File: src/uart_settings.svh
// ====================
// UART build settings
// Baud divider and receive FIFO depth
// ====================
`ifndef UART_SETTINGS_SVH
`define UART_SETTINGS_SVH

// Clocks per oversample tick, eight ticks make one bit
`define UART_BAUD_DIVIDE 4

// Log2 of the receive FIFO depth
`define UART_FIFO_ADDR_BITS 2

`endif

File: src/uart_pkg.sv
// ====================
// UART shared types
// Character type and FSM state encodings
// ====================
package uart_pkg;

	typedef logic [7:0] uart_char_t;

	typedef enum logic [1:0] {
		// Idle, waiting for a falling edge
		RX_WAIT_START,
		// Half a bit in, confirm the start bit is still low
		RX_CHECK_START,
		RX_READ_CHARACTER,
		RX_CHECK_STOP
	} rx_state_t;

	typedef enum logic [1:0] {
		TX_IDLE,
		TX_START_BIT,
		TX_DATA_BITS,
		TX_STOP_BIT
	} tx_state_t;

endpackage

File: src/rx_fifo.sv
// ====================
// Receive FIFO, show-ahead
// Holds characters with their framing flag, flags overrun
// ====================
`timescale 1ns/1ps
`include "uart_settings.svh"

module rx_fifo
	(input                          clk,
	input                           reset,
	input uart_pkg::uart_char_t     rx_char,
	input logic                     rx_frame_error_in,
	input logic                     rx_char_valid,
	input logic                     rx_read,
	output uart_pkg::uart_char_t    rx_data,
	output logic                    rx_frame_error,
	output logic                    rx_empty,
	output logic                    rx_overrun);

	import uart_pkg::*;

	localparam int ADDR_BITS = `UART_FIFO_ADDR_BITS;
	localparam int DEPTH = 1 << ADDR_BITS;
	localparam logic [ADDR_BITS:0] FULL_COUNT = {1'b1, {ADDR_BITS{1'b0}}};

	uart_char_t char_mem[DEPTH];
	logic frame_mem[DEPTH];
	logic [ADDR_BITS-1:0] rd_ptr_ff;
	logic [ADDR_BITS-1:0] wr_ptr_ff;
	logic [ADDR_BITS:0] count_ff;
	logic [ADDR_BITS:0] count_nxt;
	logic overrun_ff;
	logic overrun_nxt;
	logic do_read;
	logic do_write;

	assign do_read = rx_read && count_ff != '0;
	// A read in the same cycle frees the slot, so a full FIFO still accepts
	assign do_write = rx_char_valid && (count_ff != FULL_COUNT || do_read);

	always_comb
	begin
		count_nxt = count_ff;
		if (do_write && !do_read)
			count_nxt = count_ff + 1'b1;
		else if (do_read && !do_write)
			count_nxt = count_ff - 1'b1;

		overrun_nxt = overrun_ff;
		if (rx_char_valid && !do_write)
			overrun_nxt = 1'b1;
		else if (do_read)
			overrun_nxt = 1'b0;
	end

	always_ff @(posedge clk, posedge reset)
	begin
		if (reset)
		begin
			rd_ptr_ff <= '0;
			wr_ptr_ff <= '0;
			count_ff <= '0;
			overrun_ff <= 1'b0;
		end
		else
		begin
			if (do_read)
				rd_ptr_ff <= rd_ptr_ff + 1'b1;
			if (do_write)
				wr_ptr_ff <= wr_ptr_ff + 1'b1;
			count_ff <= count_nxt;
			overrun_ff <= overrun_nxt;
		end
	end

	always_ff @(posedge clk)
	begin
		if (do_write)
		begin
			char_mem[wr_ptr_ff] <= rx_char;
			frame_mem[wr_ptr_ff] <= rx_frame_error_in;
		end
	end

	// Head entry is always visible
	assign rx_data = char_mem[rd_ptr_ff];
	assign rx_frame_error = frame_mem[rd_ptr_ff];
	assign rx_empty = count_ff == '0;
	assign rx_overrun = overrun_ff;

endmodule

File: src/synchronizer.sv
// ====================
// Two-flop synchronizer for an asynchronous input
// ====================
`timescale 1ns/1ps

module synchronizer
	#(parameter logic RESET_STATE = 1'b0)
	(input              clk,
	input               reset,
	input logic         data_i,
	output logic        data_o);

	// First stage may go metastable, second stage settles it
	logic sync_stage;

	always_ff @(posedge clk, posedge reset)
	begin
		if (reset)
		begin
			sync_stage <= RESET_STATE;
			data_o <= RESET_STATE;
		end
		else
		begin
			sync_stage <= data_i;
			data_o <= sync_stage;
		end
	end

endmodule

File: src/uart_core.sv
// ====================
// UART core
// Receiver into FIFO, plus a single-character transmitter
// ====================
`timescale 1ns/1ps
`include "uart_settings.svh"

module uart_core
	(input                          clk,
	input                           reset,

	// Receive side
	input logic                     uart_rx,
	input logic                     rx_read,
	output uart_pkg::uart_char_t    rx_data,
	output logic                    rx_frame_error,
	output logic                    rx_empty,
	output logic                    rx_overrun,

	// Transmit side
	input uart_pkg::uart_char_t     tx_data,
	input logic                     tx_write,
	output logic                    uart_tx,
	output logic                    tx_busy);

	import uart_pkg::*;

	// Receiver to FIFO
	uart_char_t rx_char;
	logic rx_char_valid;
	logic rx_frame_error_in;

	uart_receive u_uart_receive(
		.clk(clk),
		.reset(reset),
		.uart_rx(uart_rx),
		.rx_char(rx_char),
		.rx_char_valid(rx_char_valid),
		.rx_frame_error_in(rx_frame_error_in));

	rx_fifo u_rx_fifo(
		.clk(clk),
		.reset(reset),
		.rx_char(rx_char),
		.rx_frame_error_in(rx_frame_error_in),
		.rx_char_valid(rx_char_valid),
		.rx_read(rx_read),
		.rx_data(rx_data),
		.rx_frame_error(rx_frame_error),
		.rx_empty(rx_empty),
		.rx_overrun(rx_overrun));

	uart_transmit u_uart_transmit(
		.clk(clk),
		.reset(reset),
		.tx_data(tx_data),
		.tx_write(tx_write),
		.uart_tx(uart_tx),
		.tx_busy(tx_busy));

endmodule

File: src/uart_receive.sv
// ====================
// UART receiver
// Oversamples rx at 8x, checks start and stop bits
// ====================
`timescale 1ns/1ps
`include "uart_settings.svh"

module uart_receive
	(input                          clk,
	input                           reset,
	input logic                     uart_rx,
	output uart_pkg::uart_char_t    rx_char,
	output logic                    rx_char_valid,
	output logic                    rx_frame_error_in);

	import uart_pkg::*;

	localparam int DIV_BITS = $clog2(`UART_BAUD_DIVIDE + 1);
	localparam logic [DIV_BITS-1:0] DIV_RELOAD = DIV_BITS'(`UART_BAUD_DIVIDE - 1);

	rx_state_t state_ff;
	rx_state_t state_nxt;
	logic [2:0] sample_count_ff;
	logic [2:0] sample_count_nxt;
	logic [2:0] bit_count_ff;
	logic [2:0] bit_count_nxt;
	logic [DIV_BITS-1:0] clock_divider;
	uart_char_t shift_register;
	logic do_shift;
	logic rx_sync;
	logic rx_sync_prev;
	logic sample_enable;

	// Idle line is high, so the synchronizer must come out of reset at 1
	synchronizer #(.RESET_STATE(1'b1)) rx_synchronizer(
		.clk(clk),
		.reset(reset),
		.data_i(uart_rx),
		.data_o(rx_sync));

	assign sample_enable = clock_divider == '0;
	assign rx_char = shift_register;

	// Only meaningful alongside rx_char_valid, when the stop bit is sampled
	assign rx_frame_error_in = !rx_sync;

	always_comb
	begin
		state_nxt = state_ff;
		sample_count_nxt = sample_count_ff;
		bit_count_nxt = bit_count_ff;
		do_shift = 1'b0;
		rx_char_valid = 1'b0;

		unique case (state_ff)
			RX_WAIT_START:
			begin
				// Start on a falling edge, so a line stuck low after a
				// framing error is not taken for a new character
				if (rx_sync_prev && !rx_sync)
				begin
					state_nxt = RX_CHECK_START;
					sample_count_nxt = 3'd3;
				end
			end

			RX_CHECK_START:
			begin
				if (sample_enable)
				begin
					if (sample_count_ff == 3'd0)
					begin
						if (rx_sync)
						begin
							// Glitch shorter than half a bit
							state_nxt = RX_WAIT_START;
						end
						else
						begin
							state_nxt = RX_READ_CHARACTER;
							sample_count_nxt = 3'd7;
							bit_count_nxt = 3'd0;
						end
					end
					else
						sample_count_nxt = sample_count_ff - 3'd1;
				end
			end

			RX_READ_CHARACTER:
			begin
				if (sample_enable)
				begin
					if (sample_count_ff == 3'd0)
					begin
						do_shift = 1'b1;
						sample_count_nxt = 3'd7;
						if (bit_count_ff == 3'd7)
							state_nxt = RX_CHECK_STOP;
						else
							bit_count_nxt = bit_count_ff + 3'd1;
					end
					else
						sample_count_nxt = sample_count_ff - 3'd1;
				end
			end

			RX_CHECK_STOP:
			begin
				if (sample_enable)
				begin
					if (sample_count_ff == 3'd0)
					begin
						rx_char_valid = 1'b1;
						state_nxt = RX_WAIT_START;
					end
					else
						sample_count_nxt = sample_count_ff - 3'd1;
				end
			end
		endcase
	end

	always_ff @(posedge clk, posedge reset)
	begin
		if (reset)
		begin
			state_ff <= RX_WAIT_START;
			sample_count_ff <= 3'd0;
			bit_count_ff <= 3'd0;
			clock_divider <= '0;
			rx_sync_prev <= 1'b1;
		end
		else
		begin
			state_ff <= state_nxt;
			sample_count_ff <= sample_count_nxt;
			bit_count_ff <= bit_count_nxt;
			rx_sync_prev <= rx_sync;

			// Free-running oversample tick
			if (sample_enable)
				clock_divider <= DIV_RELOAD;
			else
				clock_divider <= clock_divider - 1'b1;
		end
	end

	// Data arrives LSB first, so shift in from the top
	always_ff @(posedge clk)
	begin
		if (do_shift)
			shift_register <= {rx_sync, shift_register[7:1]};
	end

endmodule

File: src/uart_transmit.sv
// ====================
// UART transmitter
// Sends one 8N1 frame per accepted write
// ====================
`timescale 1ns/1ps
`include "uart_settings.svh"

module uart_transmit
	(input                          clk,
	input                           reset,
	input uart_pkg::uart_char_t     tx_data,
	input logic                     tx_write,
	output logic                    uart_tx,
	output logic                    tx_busy);

	import uart_pkg::*;

	localparam int DIV_BITS = $clog2(`UART_BAUD_DIVIDE + 1);
	localparam logic [DIV_BITS-1:0] DIV_RELOAD = DIV_BITS'(`UART_BAUD_DIVIDE - 1);

	tx_state_t state_ff;
	tx_state_t state_nxt;
	logic [DIV_BITS-1:0] clock_divider_ff;
	logic [DIV_BITS-1:0] clock_divider_nxt;
	logic [2:0] sample_count_ff;
	logic [2:0] sample_count_nxt;
	logic [2:0] bit_count_ff;
	logic [2:0] bit_count_nxt;
	uart_char_t shift_ff;
	uart_char_t shift_nxt;
	logic tx_bit_ff;
	logic tx_bit_nxt;
	logic tick;
	logic bit_done;

	assign tick = clock_divider_ff == '0;
	// Eighth tick closes the current bit
	assign bit_done = tick && sample_count_ff == 3'd0;

	always_comb
	begin
		state_nxt = state_ff;
		bit_count_nxt = bit_count_ff;
		shift_nxt = shift_ff;
		tx_bit_nxt = tx_bit_ff;
		clock_divider_nxt = tick ? DIV_RELOAD : clock_divider_ff - 1'b1;
		sample_count_nxt = sample_count_ff;
		if (tick)
			sample_count_nxt = (sample_count_ff == 3'd0) ? 3'd7 : sample_count_ff - 3'd1;

		unique case (state_ff)
			TX_IDLE:
			begin
				if (tx_write)
				begin
					// Restart the bit timing at acceptance
					state_nxt = TX_START_BIT;
					shift_nxt = tx_data;
					tx_bit_nxt = 1'b0;
					clock_divider_nxt = DIV_RELOAD;
					sample_count_nxt = 3'd7;
				end
			end

			TX_START_BIT:
			begin
				if (bit_done)
				begin
					state_nxt = TX_DATA_BITS;
					bit_count_nxt = 3'd0;
					tx_bit_nxt = shift_ff[0];
				end
			end

			TX_DATA_BITS:
			begin
				if (bit_done)
				begin
					if (bit_count_ff == 3'd7)
					begin
						state_nxt = TX_STOP_BIT;
						tx_bit_nxt = 1'b1;
					end
					else
					begin
						bit_count_nxt = bit_count_ff + 3'd1;
						shift_nxt = shift_ff >> 1;
						tx_bit_nxt = shift_ff[1];
					end
				end
			end

			TX_STOP_BIT:
			begin
				if (bit_done)
					state_nxt = TX_IDLE;
			end
		endcase
	end

	always_ff @(posedge clk, posedge reset)
	begin
		if (reset)
		begin
			state_ff <= TX_IDLE;
			clock_divider_ff <= '0;
			sample_count_ff <= 3'd0;
			bit_count_ff <= 3'd0;
			tx_bit_ff <= 1'b1;
		end
		else
		begin
			state_ff <= state_nxt;
			clock_divider_ff <= clock_divider_nxt;
			sample_count_ff <= sample_count_nxt;
			bit_count_ff <= bit_count_nxt;
			tx_bit_ff <= tx_bit_nxt;
		end
	end

	always_ff @(posedge clk)
		shift_ff <= shift_nxt;

	// Line driven from a flop, so no glitches between bits
	assign uart_tx = tx_bit_ff;
	assign tx_busy = state_ff != TX_IDLE;

endmodule

File: config.mk
export PLATFORM = sky130hd
export DESIGN_NAME = uart_core
export DESIGN_NICKNAME = d
export VERILOG_FILES = /design/src/uart_pkg.sv /design/src/rx_fifo.sv /design/src/synchronizer.sv /design/src/uart_core.sv /design/src/uart_receive.sv /design/src/uart_transmit.sv
export VERILOG_INCLUDE_DIRS = /design/src /design/src/src
export SDC_FILE = /design/constraint.sdc
export NUM_CORES = 1
export LEC_CHECK = 0
export ABC_AREA = 1
export BUFFER_PORTS_ARGS = -buffer_cell sky130_fd_sc_hd__buf_2
export CAP_MARGIN = 40
export CORE_UTILIZATION = 65
export CTS_BUF_LIST = sky130_fd_sc_hd__clkbuf_8
export CTS_CLUSTER_DIAMETER = 100
export CTS_CLUSTER_SIZE = 10
export DETAILED_ROUTE_END_ITERATION = 8
export PLACE_DENSITY_LB_ADDON = 0.25
export REMOVE_ABC_BUFFERS = 1
export SLEW_MARGIN = 20
export SYNTH_ARGS = -nofsm -noshare
export SYNTH_HDL_FRONTEND = slang
export SYNTH_SLANG_ARGS = --single-unit
File: constraint.sdc
create_clock -name clk -period 6.9 [get_ports clk]
set_clock_uncertainty 0.2 [all_clocks]
set_input_delay 1.38 -clock clk [delete_from_list [all_inputs] [get_ports clk]]
set_output_delay 1.38 -clock clk [all_outputs]
set_load 0.01 [all_outputs]
Yosys cells after proc, flatten, opt, wreduce, memory -nomap -nowiden
Memories as Yosys holds them, arrays and structs flattened.
Index checks and enable logic that the tools add are counted.
- logic and storage cells: 153
- input bits: 13
- register bits: 50
- bits in writable memories: 36
- output and inout bits: 13
- memories kept: 2
- reductions and logical operators: 33
- equal/unequal tests: 27
- mux-type cells: 63
- add/sub/neg operators: 10
- memory list (name ; depth ; width ; rd ports ; clocked after memory_dff ; wr ports ; line ; source):
    u_rx_fifo.char_mem ; 4 ; 8 ; 1 ; 0 ; 1 ; rx_fifo.sv:26 ; uart_char_t char_mem[DEPTH];
    u_rx_fifo.frame_mem ; 4 ; 1 ; 1 ; 0 ; 1 ; rx_fifo.sv:27 ; logic frame_mem[DEPTH];
- operators with widths (operator ; number):
    3-bit two-way mux ; 27
    2-bit two-way mux ; 14
    8-bit two-way mux ; 3
    2-bit by 1-bit inequality test with 1-bit output, second input constant ; 12
    2-bit one-hot mux with 4 select lines ; 2
    8-bit one-hot mux with 2 select lines ; 1
    3-bit zero test ; 5
    3-bit by 1-bit subtractor with 3-bit output, second input constant ; 5
    1-bit two-way mux ; 12
    3-bit one-hot mux with 2 select lines ; 2
    3-bit one-hot mux with 4 select lines ; 1
    4-bit AND reduction ; 3
    2-bit nonzero test ; 6
    2-bit inequality test, second input constant ; 5
    3-bit by 1-bit adder with 3-bit output, second input constant ; 3
    2-bit equality test, second input constant ; 4
    8-bit AND reduction ; 1
    1-bit logical AND ; 7
    7-bit AND reduction ; 1
    3-bit equality test, second input constant ; 2
    3-bit inequality test, second input constant ; 2
    6-bit AND reduction ; 1
    3-bit nonzero test ; 2
    5-bit AND reduction ; 1
    other kinds (6) ; 11

Depth between registers and ports, before layout
Gate-level depths: netlist of run 1.
- depth after elaboration: 9
- depth in mapped cells: 14
- mapped depth without buffers: 14

Modules after synthesis
Synthesis of run 1 repeated with hierarchy kept, for this count alone.
- cell total of the unflattened synthesis: 410
- area, all modules: 4199.0 um^2
- by module, submodules not included (module ; cells each ; instances ; area each (um^2)):
    rx_fifo ; 164 ; 1 ; 1899.3
    uart_receive ; 120 ; 1 ; 1132.3
    uart_transmit ; 123 ; 1 ; 1111.1
    synchronizer ; 3 ; 1 ; 56.3

Worst setup path after synthesis of run 1
No wires, ideal clock.
- kind: input to register
- start: input rx_read
- end: register u_rx_fifo.count_ff[2]
- library setup time: 131 ps
- data arrival time: 2600 ps
- stages on the path: 10
- buffers on the path: 0
- slack: 3969 ps
- cells stage by stage: nor2_2 nand3_2 nand2_4 clkinv_2 ha_1 inv_1 fa_1 a21oi_1 o21ai_0 xor2_1
- longest elaborated chain between the ends: 6
- elaborated cells on any way between the ends: 9
- classes of those cells: mux (1); reduce/logical (8)
- ends and longest elaborated chain (element ; line ; source):
    start: declaration ; uart_core.sv:14 ; input logic rx_read,
    1-bit logical AND * ; rx_fifo.sv:37 ; assign do_read = rx_read && count_ff != '0;
    1-bit logical OR * ; rx_fifo.sv:39 ; assign do_write = rx_char_valid && (count_ff != FULL_COUNT || do_read);
    1-bit logical AND * ; rx_fifo.sv:39 ;
    named net u_rx_fifo.do_write ; rx_fifo.sv:35 ; logic do_write;
    1-bit zero test ; rx_fifo.sv:46 ; else if (do_read && !do_write)
    1-bit logical AND ; rx_fifo.sv:46 ;
    2-bit nonzero test (no source line) ; -- ;
    end signal: assignment ; rx_fifo.sv:71 ; count_ff <= count_nxt;
    end: declaration ; rx_fifo.sv:30 ; logic [ADDR_BITS:0] count_ff;
The timed path passes the listed nets; every way through them passes the cells marked *.
A chain may end at the register's enable or synchronous reset.

Worst setup path in the final report of run 1
- start: register u_rx_fifo.rd_ptr_ff[0]
- end: output rx_data[0]
- longest elaborated chain between the ends: 1
- ends and longest elaborated chain (element ; line ; source):
    start: declaration ; rx_fifo.sv:28 ; logic [ADDR_BITS-1:0] rd_ptr_ff;
    start signal: assignment ; rx_fifo.sv:68 ; rd_ptr_ff <= rd_ptr_ff + 1'b1;
    memory 4 x 8 bit ; -- ;
    end: declaration ; uart_core.sv:15 ; output uart_pkg::uart_char_t rx_data,
Every way passes these cells.

==> results of run 1 <==
layout by cell type (no fill, tap or decap), types with 5 or more instances in the layout:
cell and n:
buf_2 25, buf_4 5, clkbuf_8 10, dfrtp_1 30, edfxtp_1 52, ha_1 28, inv_1 42, nand2_1 71
nand3_1 9, nor2_1 33, o21ai_0 23, o21ai_1 8, o22ai_1 9
area by class of cell:
| class | count | area, µm² | share of cell area, % |
|---|---|---|---|
| Tap cell | 75 | 93.8 | 2.14 |
| Inverter | 47 | 178 | 4.05 |
| Sequential cell | 86 | 2420 | 55.1 |
| Multi-Input combinational cell | 221 | 1330 | 30.3 |
| Clock buffer | 10 | 138 | 3.14 |
| Timing Repair Buffer | 30 | 163 | 3.71 |
| Clock inverter | 6 | 68.8 | 1.57 |
sequential cells by signal, indices dropped and copies added, names as in the netlist, named ones only:
register	cells
u_uart_receive.bit_count_ff	3
u_uart_transmit.uart_tx	1
u_uart_transmit.clock_divider_ff	3
u_rx_fifo.rd_ptr_ff	2
u_rx_fifo.frame_mem	4
u_uart_receive.rx_char	8
u_uart_receive.rx_sync_prev	1
u_uart_receive.state_ff	1
u_uart_receive.rx_synchronizer.sync_stage	1
u_uart_receive.clock_divider	3
u_uart_receive.rx_synchronizer.data_o	1
u_rx_fifo.wr_ptr_ff	2
u_rx_fifo.count_ff	3
u_uart_transmit.bit_count_ff	3
u_uart_receive.sample_count_ff	3
u_uart_transmit.state_ff	2
u_rx_fifo.rx_overrun	1
u_rx_fifo.char_mem	32
u_uart_transmit.shift_ff	8
u_uart_transmit.sample_count_ff	3
worst max-delay path, cell delays in order (launching register included):
cell	delay (ps)
dfrtp_1	680
inv_1	450
o21ai_0	300
o22ai_1	100
buf_2	140
stage by stage:
stage | instances | utilization [%] | worst slack [ps] | instance area [µm²]
2_1_floorplan | 354 | - | 3970 | 3920
3_3_place_gp | 455 | 70.5 | 3760 | 4150
3_5_place_dp | 457 | 70.8 | 3690 | 4170
4_1_cts | 473 | 74.3 | 3270 | 4370
5_1_grt | 475 | 74.5 | 3130 | 4390
6_report | 475 | 74.5 | 3280 | 4390
power groups by stage:
stage               Clock, mW  Sequential, mW  Combinational [mW]
floorplan                   0           0.721               0.446
global placement            0           0.736               0.564
detailed placement          0           0.741               0.589
CTS                     0.369           0.732               0.598
global route            0.387           0.746               0.684
finish                  0.365           0.732               0.593
final timing paths:
kind                       depth (start not counted)                                      start                               endpoint  slack, ps
max in group asynchronous                          3                                      reset  u_uart_receive.rx_synchronizer.data_o       5240
max                                                4                     u_rx_fifo.rd_ptr_ff[0]                             rx_data[0]       3280
min reg2reg                                        0  u_uart_receive.rx_synchronizer.sync_stage  u_uart_receive.rx_synchronizer.data_o        160
min                                                0  u_uart_receive.rx_synchronizer.sync_stage  u_uart_receive.rx_synchronizer.data_o        160
max reg2reg                                       14          u_uart_receive.sample_count_ff[0]                  u_rx_fifo.count_ff[2]       4280
min in group asynchronous                          3                                      reset                 u_rx_fifo.rd_ptr_ff[1]        910
metal layers:
layer,up-vias,global-route usage [%]
met3,14,4.11
met5,-,0
met2,57,42.9
met1,1209,31.4
met4,0,12.5
li1,1261,-
cells in the mapped netlist, drive strengths merged, types with 2 or more instances:
cell,instances
edfxtp,52
ha,28
o21ai,35
dfstp,4
xor2,4
xnor2,2
nand2,78
dfrtp,30
nand4,2
o22ai,9
nand3,10
buf,5
inv,46
nor2,41
a21oi,5
kinds of logic (layout without fill, tap and decap cells):
kind of cell             count (synthesis)  count (layout)  synth area share (%)
AO/OA/AOI/OAI                           52              52                  7.56
buffers and inverters                   53              93                  5.34
AND/OR/NAND/NOR                        134             134                  15.3
flip-flops                              86              86                  61.1
adder cells (fa/ha/maj)                 29              29                  9.36
XOR/XNOR                                 6               6                  1.33
==> flow_metrics.py, run 1 <==
metrics = {
    "critical_path": {
        "critPathKind": "reg2out",
        "crit_arrival_ps": 2040,
        "critPathLaunchType": "register",
        "required_ps": 5320,
        "cp-end-kind": "output pin",
        "crit_path_max_fanout": 20,
    },
    "timing": {
        "fin_crit_sh_pct": 52.4,
        "setup_viol": 0,
        "tightestPinTransition_ps": 780,
        "fin_tns_setup_ps": 0,
        "slew_headroom_pct": 48.0,
        "period_minus_slack_ps": 3620,
        "holdWs_ps": 160,
        "rsz0062_at_grt": "no",
        "fmax_mhz": 276,
        "slew_violations": 0,
        "hold_viol": 0,
    },
    "flow_run": {
        "cap_violations": 0,
    },
    "global_routing": {
        "grtUsageTotal_pct": 25.3,
        "grt_pass1_wl_mm": 11.7,
        "gr-total-overflow": 0,
        "antenna_found_initial": 0,
        "grt_max_degree": 35,
        "first_global_vias": 2520,
    },
    "clock_tree": {
        "cts.repair.resized": 0,
        "root_buffer": "clkbuf_8",
        "clkTransAtPathRegs_ps": 90,
        "htreeDepth": 3,
        "cts_buffers": 9,
        "cts_tree": "yes",
        "clk_latency_ps": 350,
        "cts_hold_buffers": 0,
        "clockBufferDepth": 2,
        "cts_sinks": 86,
        "post_cts_buffers": 0,
    },
    "pwr": {
        "total_power_mw": 1.69,
        "power_frac_comb_pct": 35.1,
        "ir_worst_vdd_uv": 232,
        "switching_power_uw": 639,
        "leakage_nw": 1.98,
        "p_sw_share_pct": 37.8,
        "seq_power_share_pct": 43.3,
        "p_per_area_nw_per_um2": 385,
        "intPower_mw": 1.05,
        "clkPwrFrac_pct": 21.6,
    },
    "floorplan": {
        "rows": 28,
        "die_x_um": 80.0,
        "coreArea_um2": 5890,
        "dieArea_um2": 6400,
        "initial_core_util_pct": 67.2,
        "ioPinCount": 26,
        "die_y_um": 80.0,
    },
    "drt": {
        "drt-met1-wl_mm": 3.10,
        "vias": 2541,
        "routed_via_density": 5.35,
        "met3_length_um": 215,
        "drt_iter0_drc": 177,
        "drtPass1Iterations": 4,
        "top_layer_used": "met4",
        "post-route-drc-count": 0,
        "wl_mm": 7.04,
        "post_drt_wl_per_cell_um": 14.8,
        "antenna_left": 0,
        "met2WireLength_mm": 3.58,
    },
    "logic_synthesis": {
        "synth.top_cell.area_share_pct": 39.5,
        "synth_area_um2": 3960,
        "syn_inst": 360,
        "yosys-top-cells-area": "edfxtp_1, dfrtp_1, ha_1",
        "avgSynthCellArea_um2": 11.0,
        "synth.distinct_cells": 34,
        "ys_async_sr_fraction_pct": 39.5,
        "seq_area_frac_synth_pct": 61.1,
        "synth_top_area_cell": "edfxtp_1",
        "ys_warn_count": 0,
        "synth_edf_count": 52,
        "synth_ff_type": "edfxtp_1",
        "ys_ff_latch": 86,
    },
    "final_layout": {
        "nFillCells": 391,
        "antennaDiodeCount": 0,
        "drive_above_1_share_pct": 19.0,
        "area_growth_pct": 10.8,
        "layout.nets": 437,
    },
    "placement": {
        "place_congestion": 0.785,
        "port_buffers": 25,
        "dpl.hpwl_mm": 4.62,
    },
    "min_path": {
        "hp-class": "reg2reg",
    },
    "outcome": {
        "status": "finished, final reports clean",
    },
}
No activity file was read; power rests on OpenSTA's default activity.
==> inputs of run 2 (changes only) <==
Settings changed: ABC_AREA 1 to 0, CORE_UTILIZATION 65 to 56.
Clock period 6.9 ns to 3.3 ns, I/O delays scaled along.
==> run 2 against run 1 <==
  * Final cell count fell by 15%
  * Synthesized area fell by 0.47%
  * Synthesized cell count fell by 24%
  * Flip-flop and latch count did not move
  * Register-to-register slack got worse by 3700 ps
  * Non-clock buffer count fell by 3
  * Largest cell class unchanged
  * Largest power group unchanged
  * Highest routed layer unchanged
==> flow_metrics.py, run 2 <==
metrics = {
    "logic_synthesis": {
        "ys_warn_count": 0,
        "synth_ff_type": "edfxtp_1",
        "synthMostInstantiatedCell": "edfxtp_1",
        "avgSynthCellArea_um2": 14.5,
        "ys_ff_latch": 86,
        "ys_async_sr_fraction_pct": 39.5,
        "synth_edf_count": 52,
        "synth.distinct_cells": 48,
        "yosys-top-cells-area": "edfxtp_1, dfrtp_1, ha_1",
        "synth.top_cell.area_share_pct": 39.6,
        "syn_inst": 272,
        "synth_area_um2": 3940,
        "synth_top_area_cell": "edfxtp_1",
        "seq_area_frac_synth_pct": 61.4,
        "synthTopCellsByCount": "edfxtp_1, dfrtp_1, ha_1",
    },
    "timing": {
        "slew_violations": 0,
        "hold_viol": 0,
        "setup_ws_ps": 574,
        "period_minus_slack_ps": 2730,
        "rsz0062_at_grt": "no",
        "fin_crit_sh_pct": 82.6,
        "fmax_mhz": 367,
        "fin_tns_setup_ps": 0,
        "holdWs_ps": 161,
        "tightestPinTransition_ps": 657,
        "setup_viol": 0,
        "slew_headroom_pct": 56.2,
    },
    "global_routing": {
        "grt_pass1_wl_mm": 9.86,
        "first_global_vias": 2038,
        "antenna_found_initial": 0,
        "grtUsageTotal_pct": 17.7,
        "grt_max_degree": 35,
        "gr-total-overflow": 0,
    },
    "final_layout": {
        "largest_reg_flops": 32,
        "layout_common_cells": "edfxtp_1, dfrtp_1, ha_1",
        "largest-register": "u_rx_fifo.char_mem",
        "antennaDiodeCount": 0,
        "area_growth_pct": 11.3,
        "final_util_pct": 64.5,
        "drive_above_1_share_pct": 23.3,
        "layout.nets": 346,
        "final_common_cell": "edfxtp_1",
    },
    "critical_path": {
        "cp-end-kind": "output pin",
        "required_ps": 2440,
        "crit_path_max_fanout": 11,
        "crit_chain": "mux4_2, buf_2",
        "critPathLaunchType": "register",
        "crit_arrival_ps": 1870,
        "critPathKind": "reg2out",
        "timing.critical_path.slowest_cell_delay_ps": 770,
        "slowest_stage": "dfrtp_1",
    },
    "floorplan": {
        "die_y_um": 85.9,
        "die_x_um": 85.9,
        "initial_core_util_pct": 58.0,
        "ioPinCount": 26,
        "dieArea_um2": 7370,
        "coreArea_um2": 6790,
        "rows": 30,
    },
    "placement": {
        "pre_cts_ws_ps": 548,
        "port_buffers": 25,
        "dpl.hpwl_mm": 3.91,
        "place_congestion": 0.761,
    },
    "drt": {
        "routed_via_density": 5.15,
        "post_drt_wl_per_cell_um": 14.2,
        "met2WireLength_mm": 2.72,
        "antenna_left": 0,
        "drt_iter0_drc": 85,
        "met3_length_um": 115,
        "top_layer_used": "met4",
        "drtPass1Iterations": 4,
        "vias": 2086,
        "wl_mm": 5.74,
        "post-route-drc-count": 0,
        "drt-met1-wl_mm": 2.78,
    },
    "flow_run": {
        "cap_violations": 0,
    },
    "pwr": {
        "p_sw_share_pct": 32.5,
        "seq_power_share_pct": 44.1,
        "power_frac_comb_pct": 32.2,
        "switching_power_mw": 1.13,
        "ir_worst_vdd_uv": 410,
        "total_power_mw": 3.48,
        "clkPwrFrac_pct": 23.6,
        "leakage_nw": 1.82,
        "intPower_mw": 2.35,
        "p_per_area_nw_per_um2": 794,
    },
    "clock_tree": {
        "post_cts_buffers": 0,
        "cts_sinks": 86,
        "clk_latency_ps": 350,
        "cts.repair.resized": 0,
        "htreeDepth": 3,
        "clkTransAtPathRegs_ps": 100,
        "cts_hold_buffers": 0,
        "cts_tree": "yes",
        "cts_buffers": 9,
        "root_buffer": "clkbuf_8",
        "clockBufferDepth": 2,
    },
    "min_path": {
        "hp-class": "reg2reg",
    },
    "outcome": {
        "status": "finished, final reports clean",
    },
}
[run 2: changes by cell type after synthesis, moves of 6 or more]
cell,delta
nand2_1,-53
nor2_1,-23
inv_1,-15
o21ai_0,-14
mux4_2,+9
o22ai_1,-9
mux2_2,+8
o21ai_1,-8
nor2b_1,+6
[run 2: layout make-up]
class	instances	area, µm²
sequential	86	2420
inverter	27	101
clock inverter	7	104
fill	498	2410
tap	96	120
clock buffer	9	124
timing repair buffer	27	140
multi-input combinational	153	1380
[run 2: through the flow]
step	std cells	cell area (µm²)
4_1_cts	405	4390
2_1_floorplan	266	3900
5_1_grt	405	4390
6_report	405	4390
3_3_place_gp	389	4160
3_5_place_dp	389	4160
[run 2: worst max-delay path, delay by kind of cell (launching register included)]
family	cells	cell delay, ps
multiplexers	1	590
buffers and inverters	1	150
flip-flops	1	770
[run 2: routing by layer]
metal	track usage (%)	vias to the layer above
met3	2.89	9
met4	8.94	0
met5	0	-
met2	26.8	26
li1	-	1038
met1	24.9	1013
[run 2: logic make-up (layout without fill, tap and decap cells)]
logic type	Yosys count	after routing	share of synthesized area, %
flops	86	86	61.4
simple gates	58	58	8.20
compound gates	37	37	7.02
buf+inv	33	70	3.62
fa+ha+maj	29	29	9.40
mux	23	23	9.05
xor+xnor	6	6	1.33
[run 2: path summary, 6_finish.rpt]
kind	start	end	slack (ps)	cells past startpoint
setup / recovery	u_rx_fifo.rd_ptr_ff[0]	rx_data[3]	570	2
hold / removal	u_uart_receive.rx_synchronizer.sync_stage	u_uart_receive.rx_synchronizer.data_o	160	0
setup reg to reg	u_uart_receive.clock_divider[0]	u_rx_fifo.count_ff[2]	580	12
hold reg to reg	u_uart_receive.rx_synchronizer.sync_stage	u_uart_receive.rx_synchronizer.data_o	160	0
max in group asynchronous	reset	u_uart_transmit.uart_tx	2350	3
min in group asynchronous	reset	u_uart_transmit.bit_count_ff[0]	190	3
[run 2: power by group through the flow]
stage	sequential (mW)	clock, mW	combinational (mW)
2_1_floorplan	1.52	0	0.879
3_3_place_gp	1.56	0	1.10
3_5_place_dp	1.56	0	1.13
4_1_cts	1.54	0.841	1.13
5_1_grt	1.57	0.883	1.26
6_report	1.54	0.823	1.12
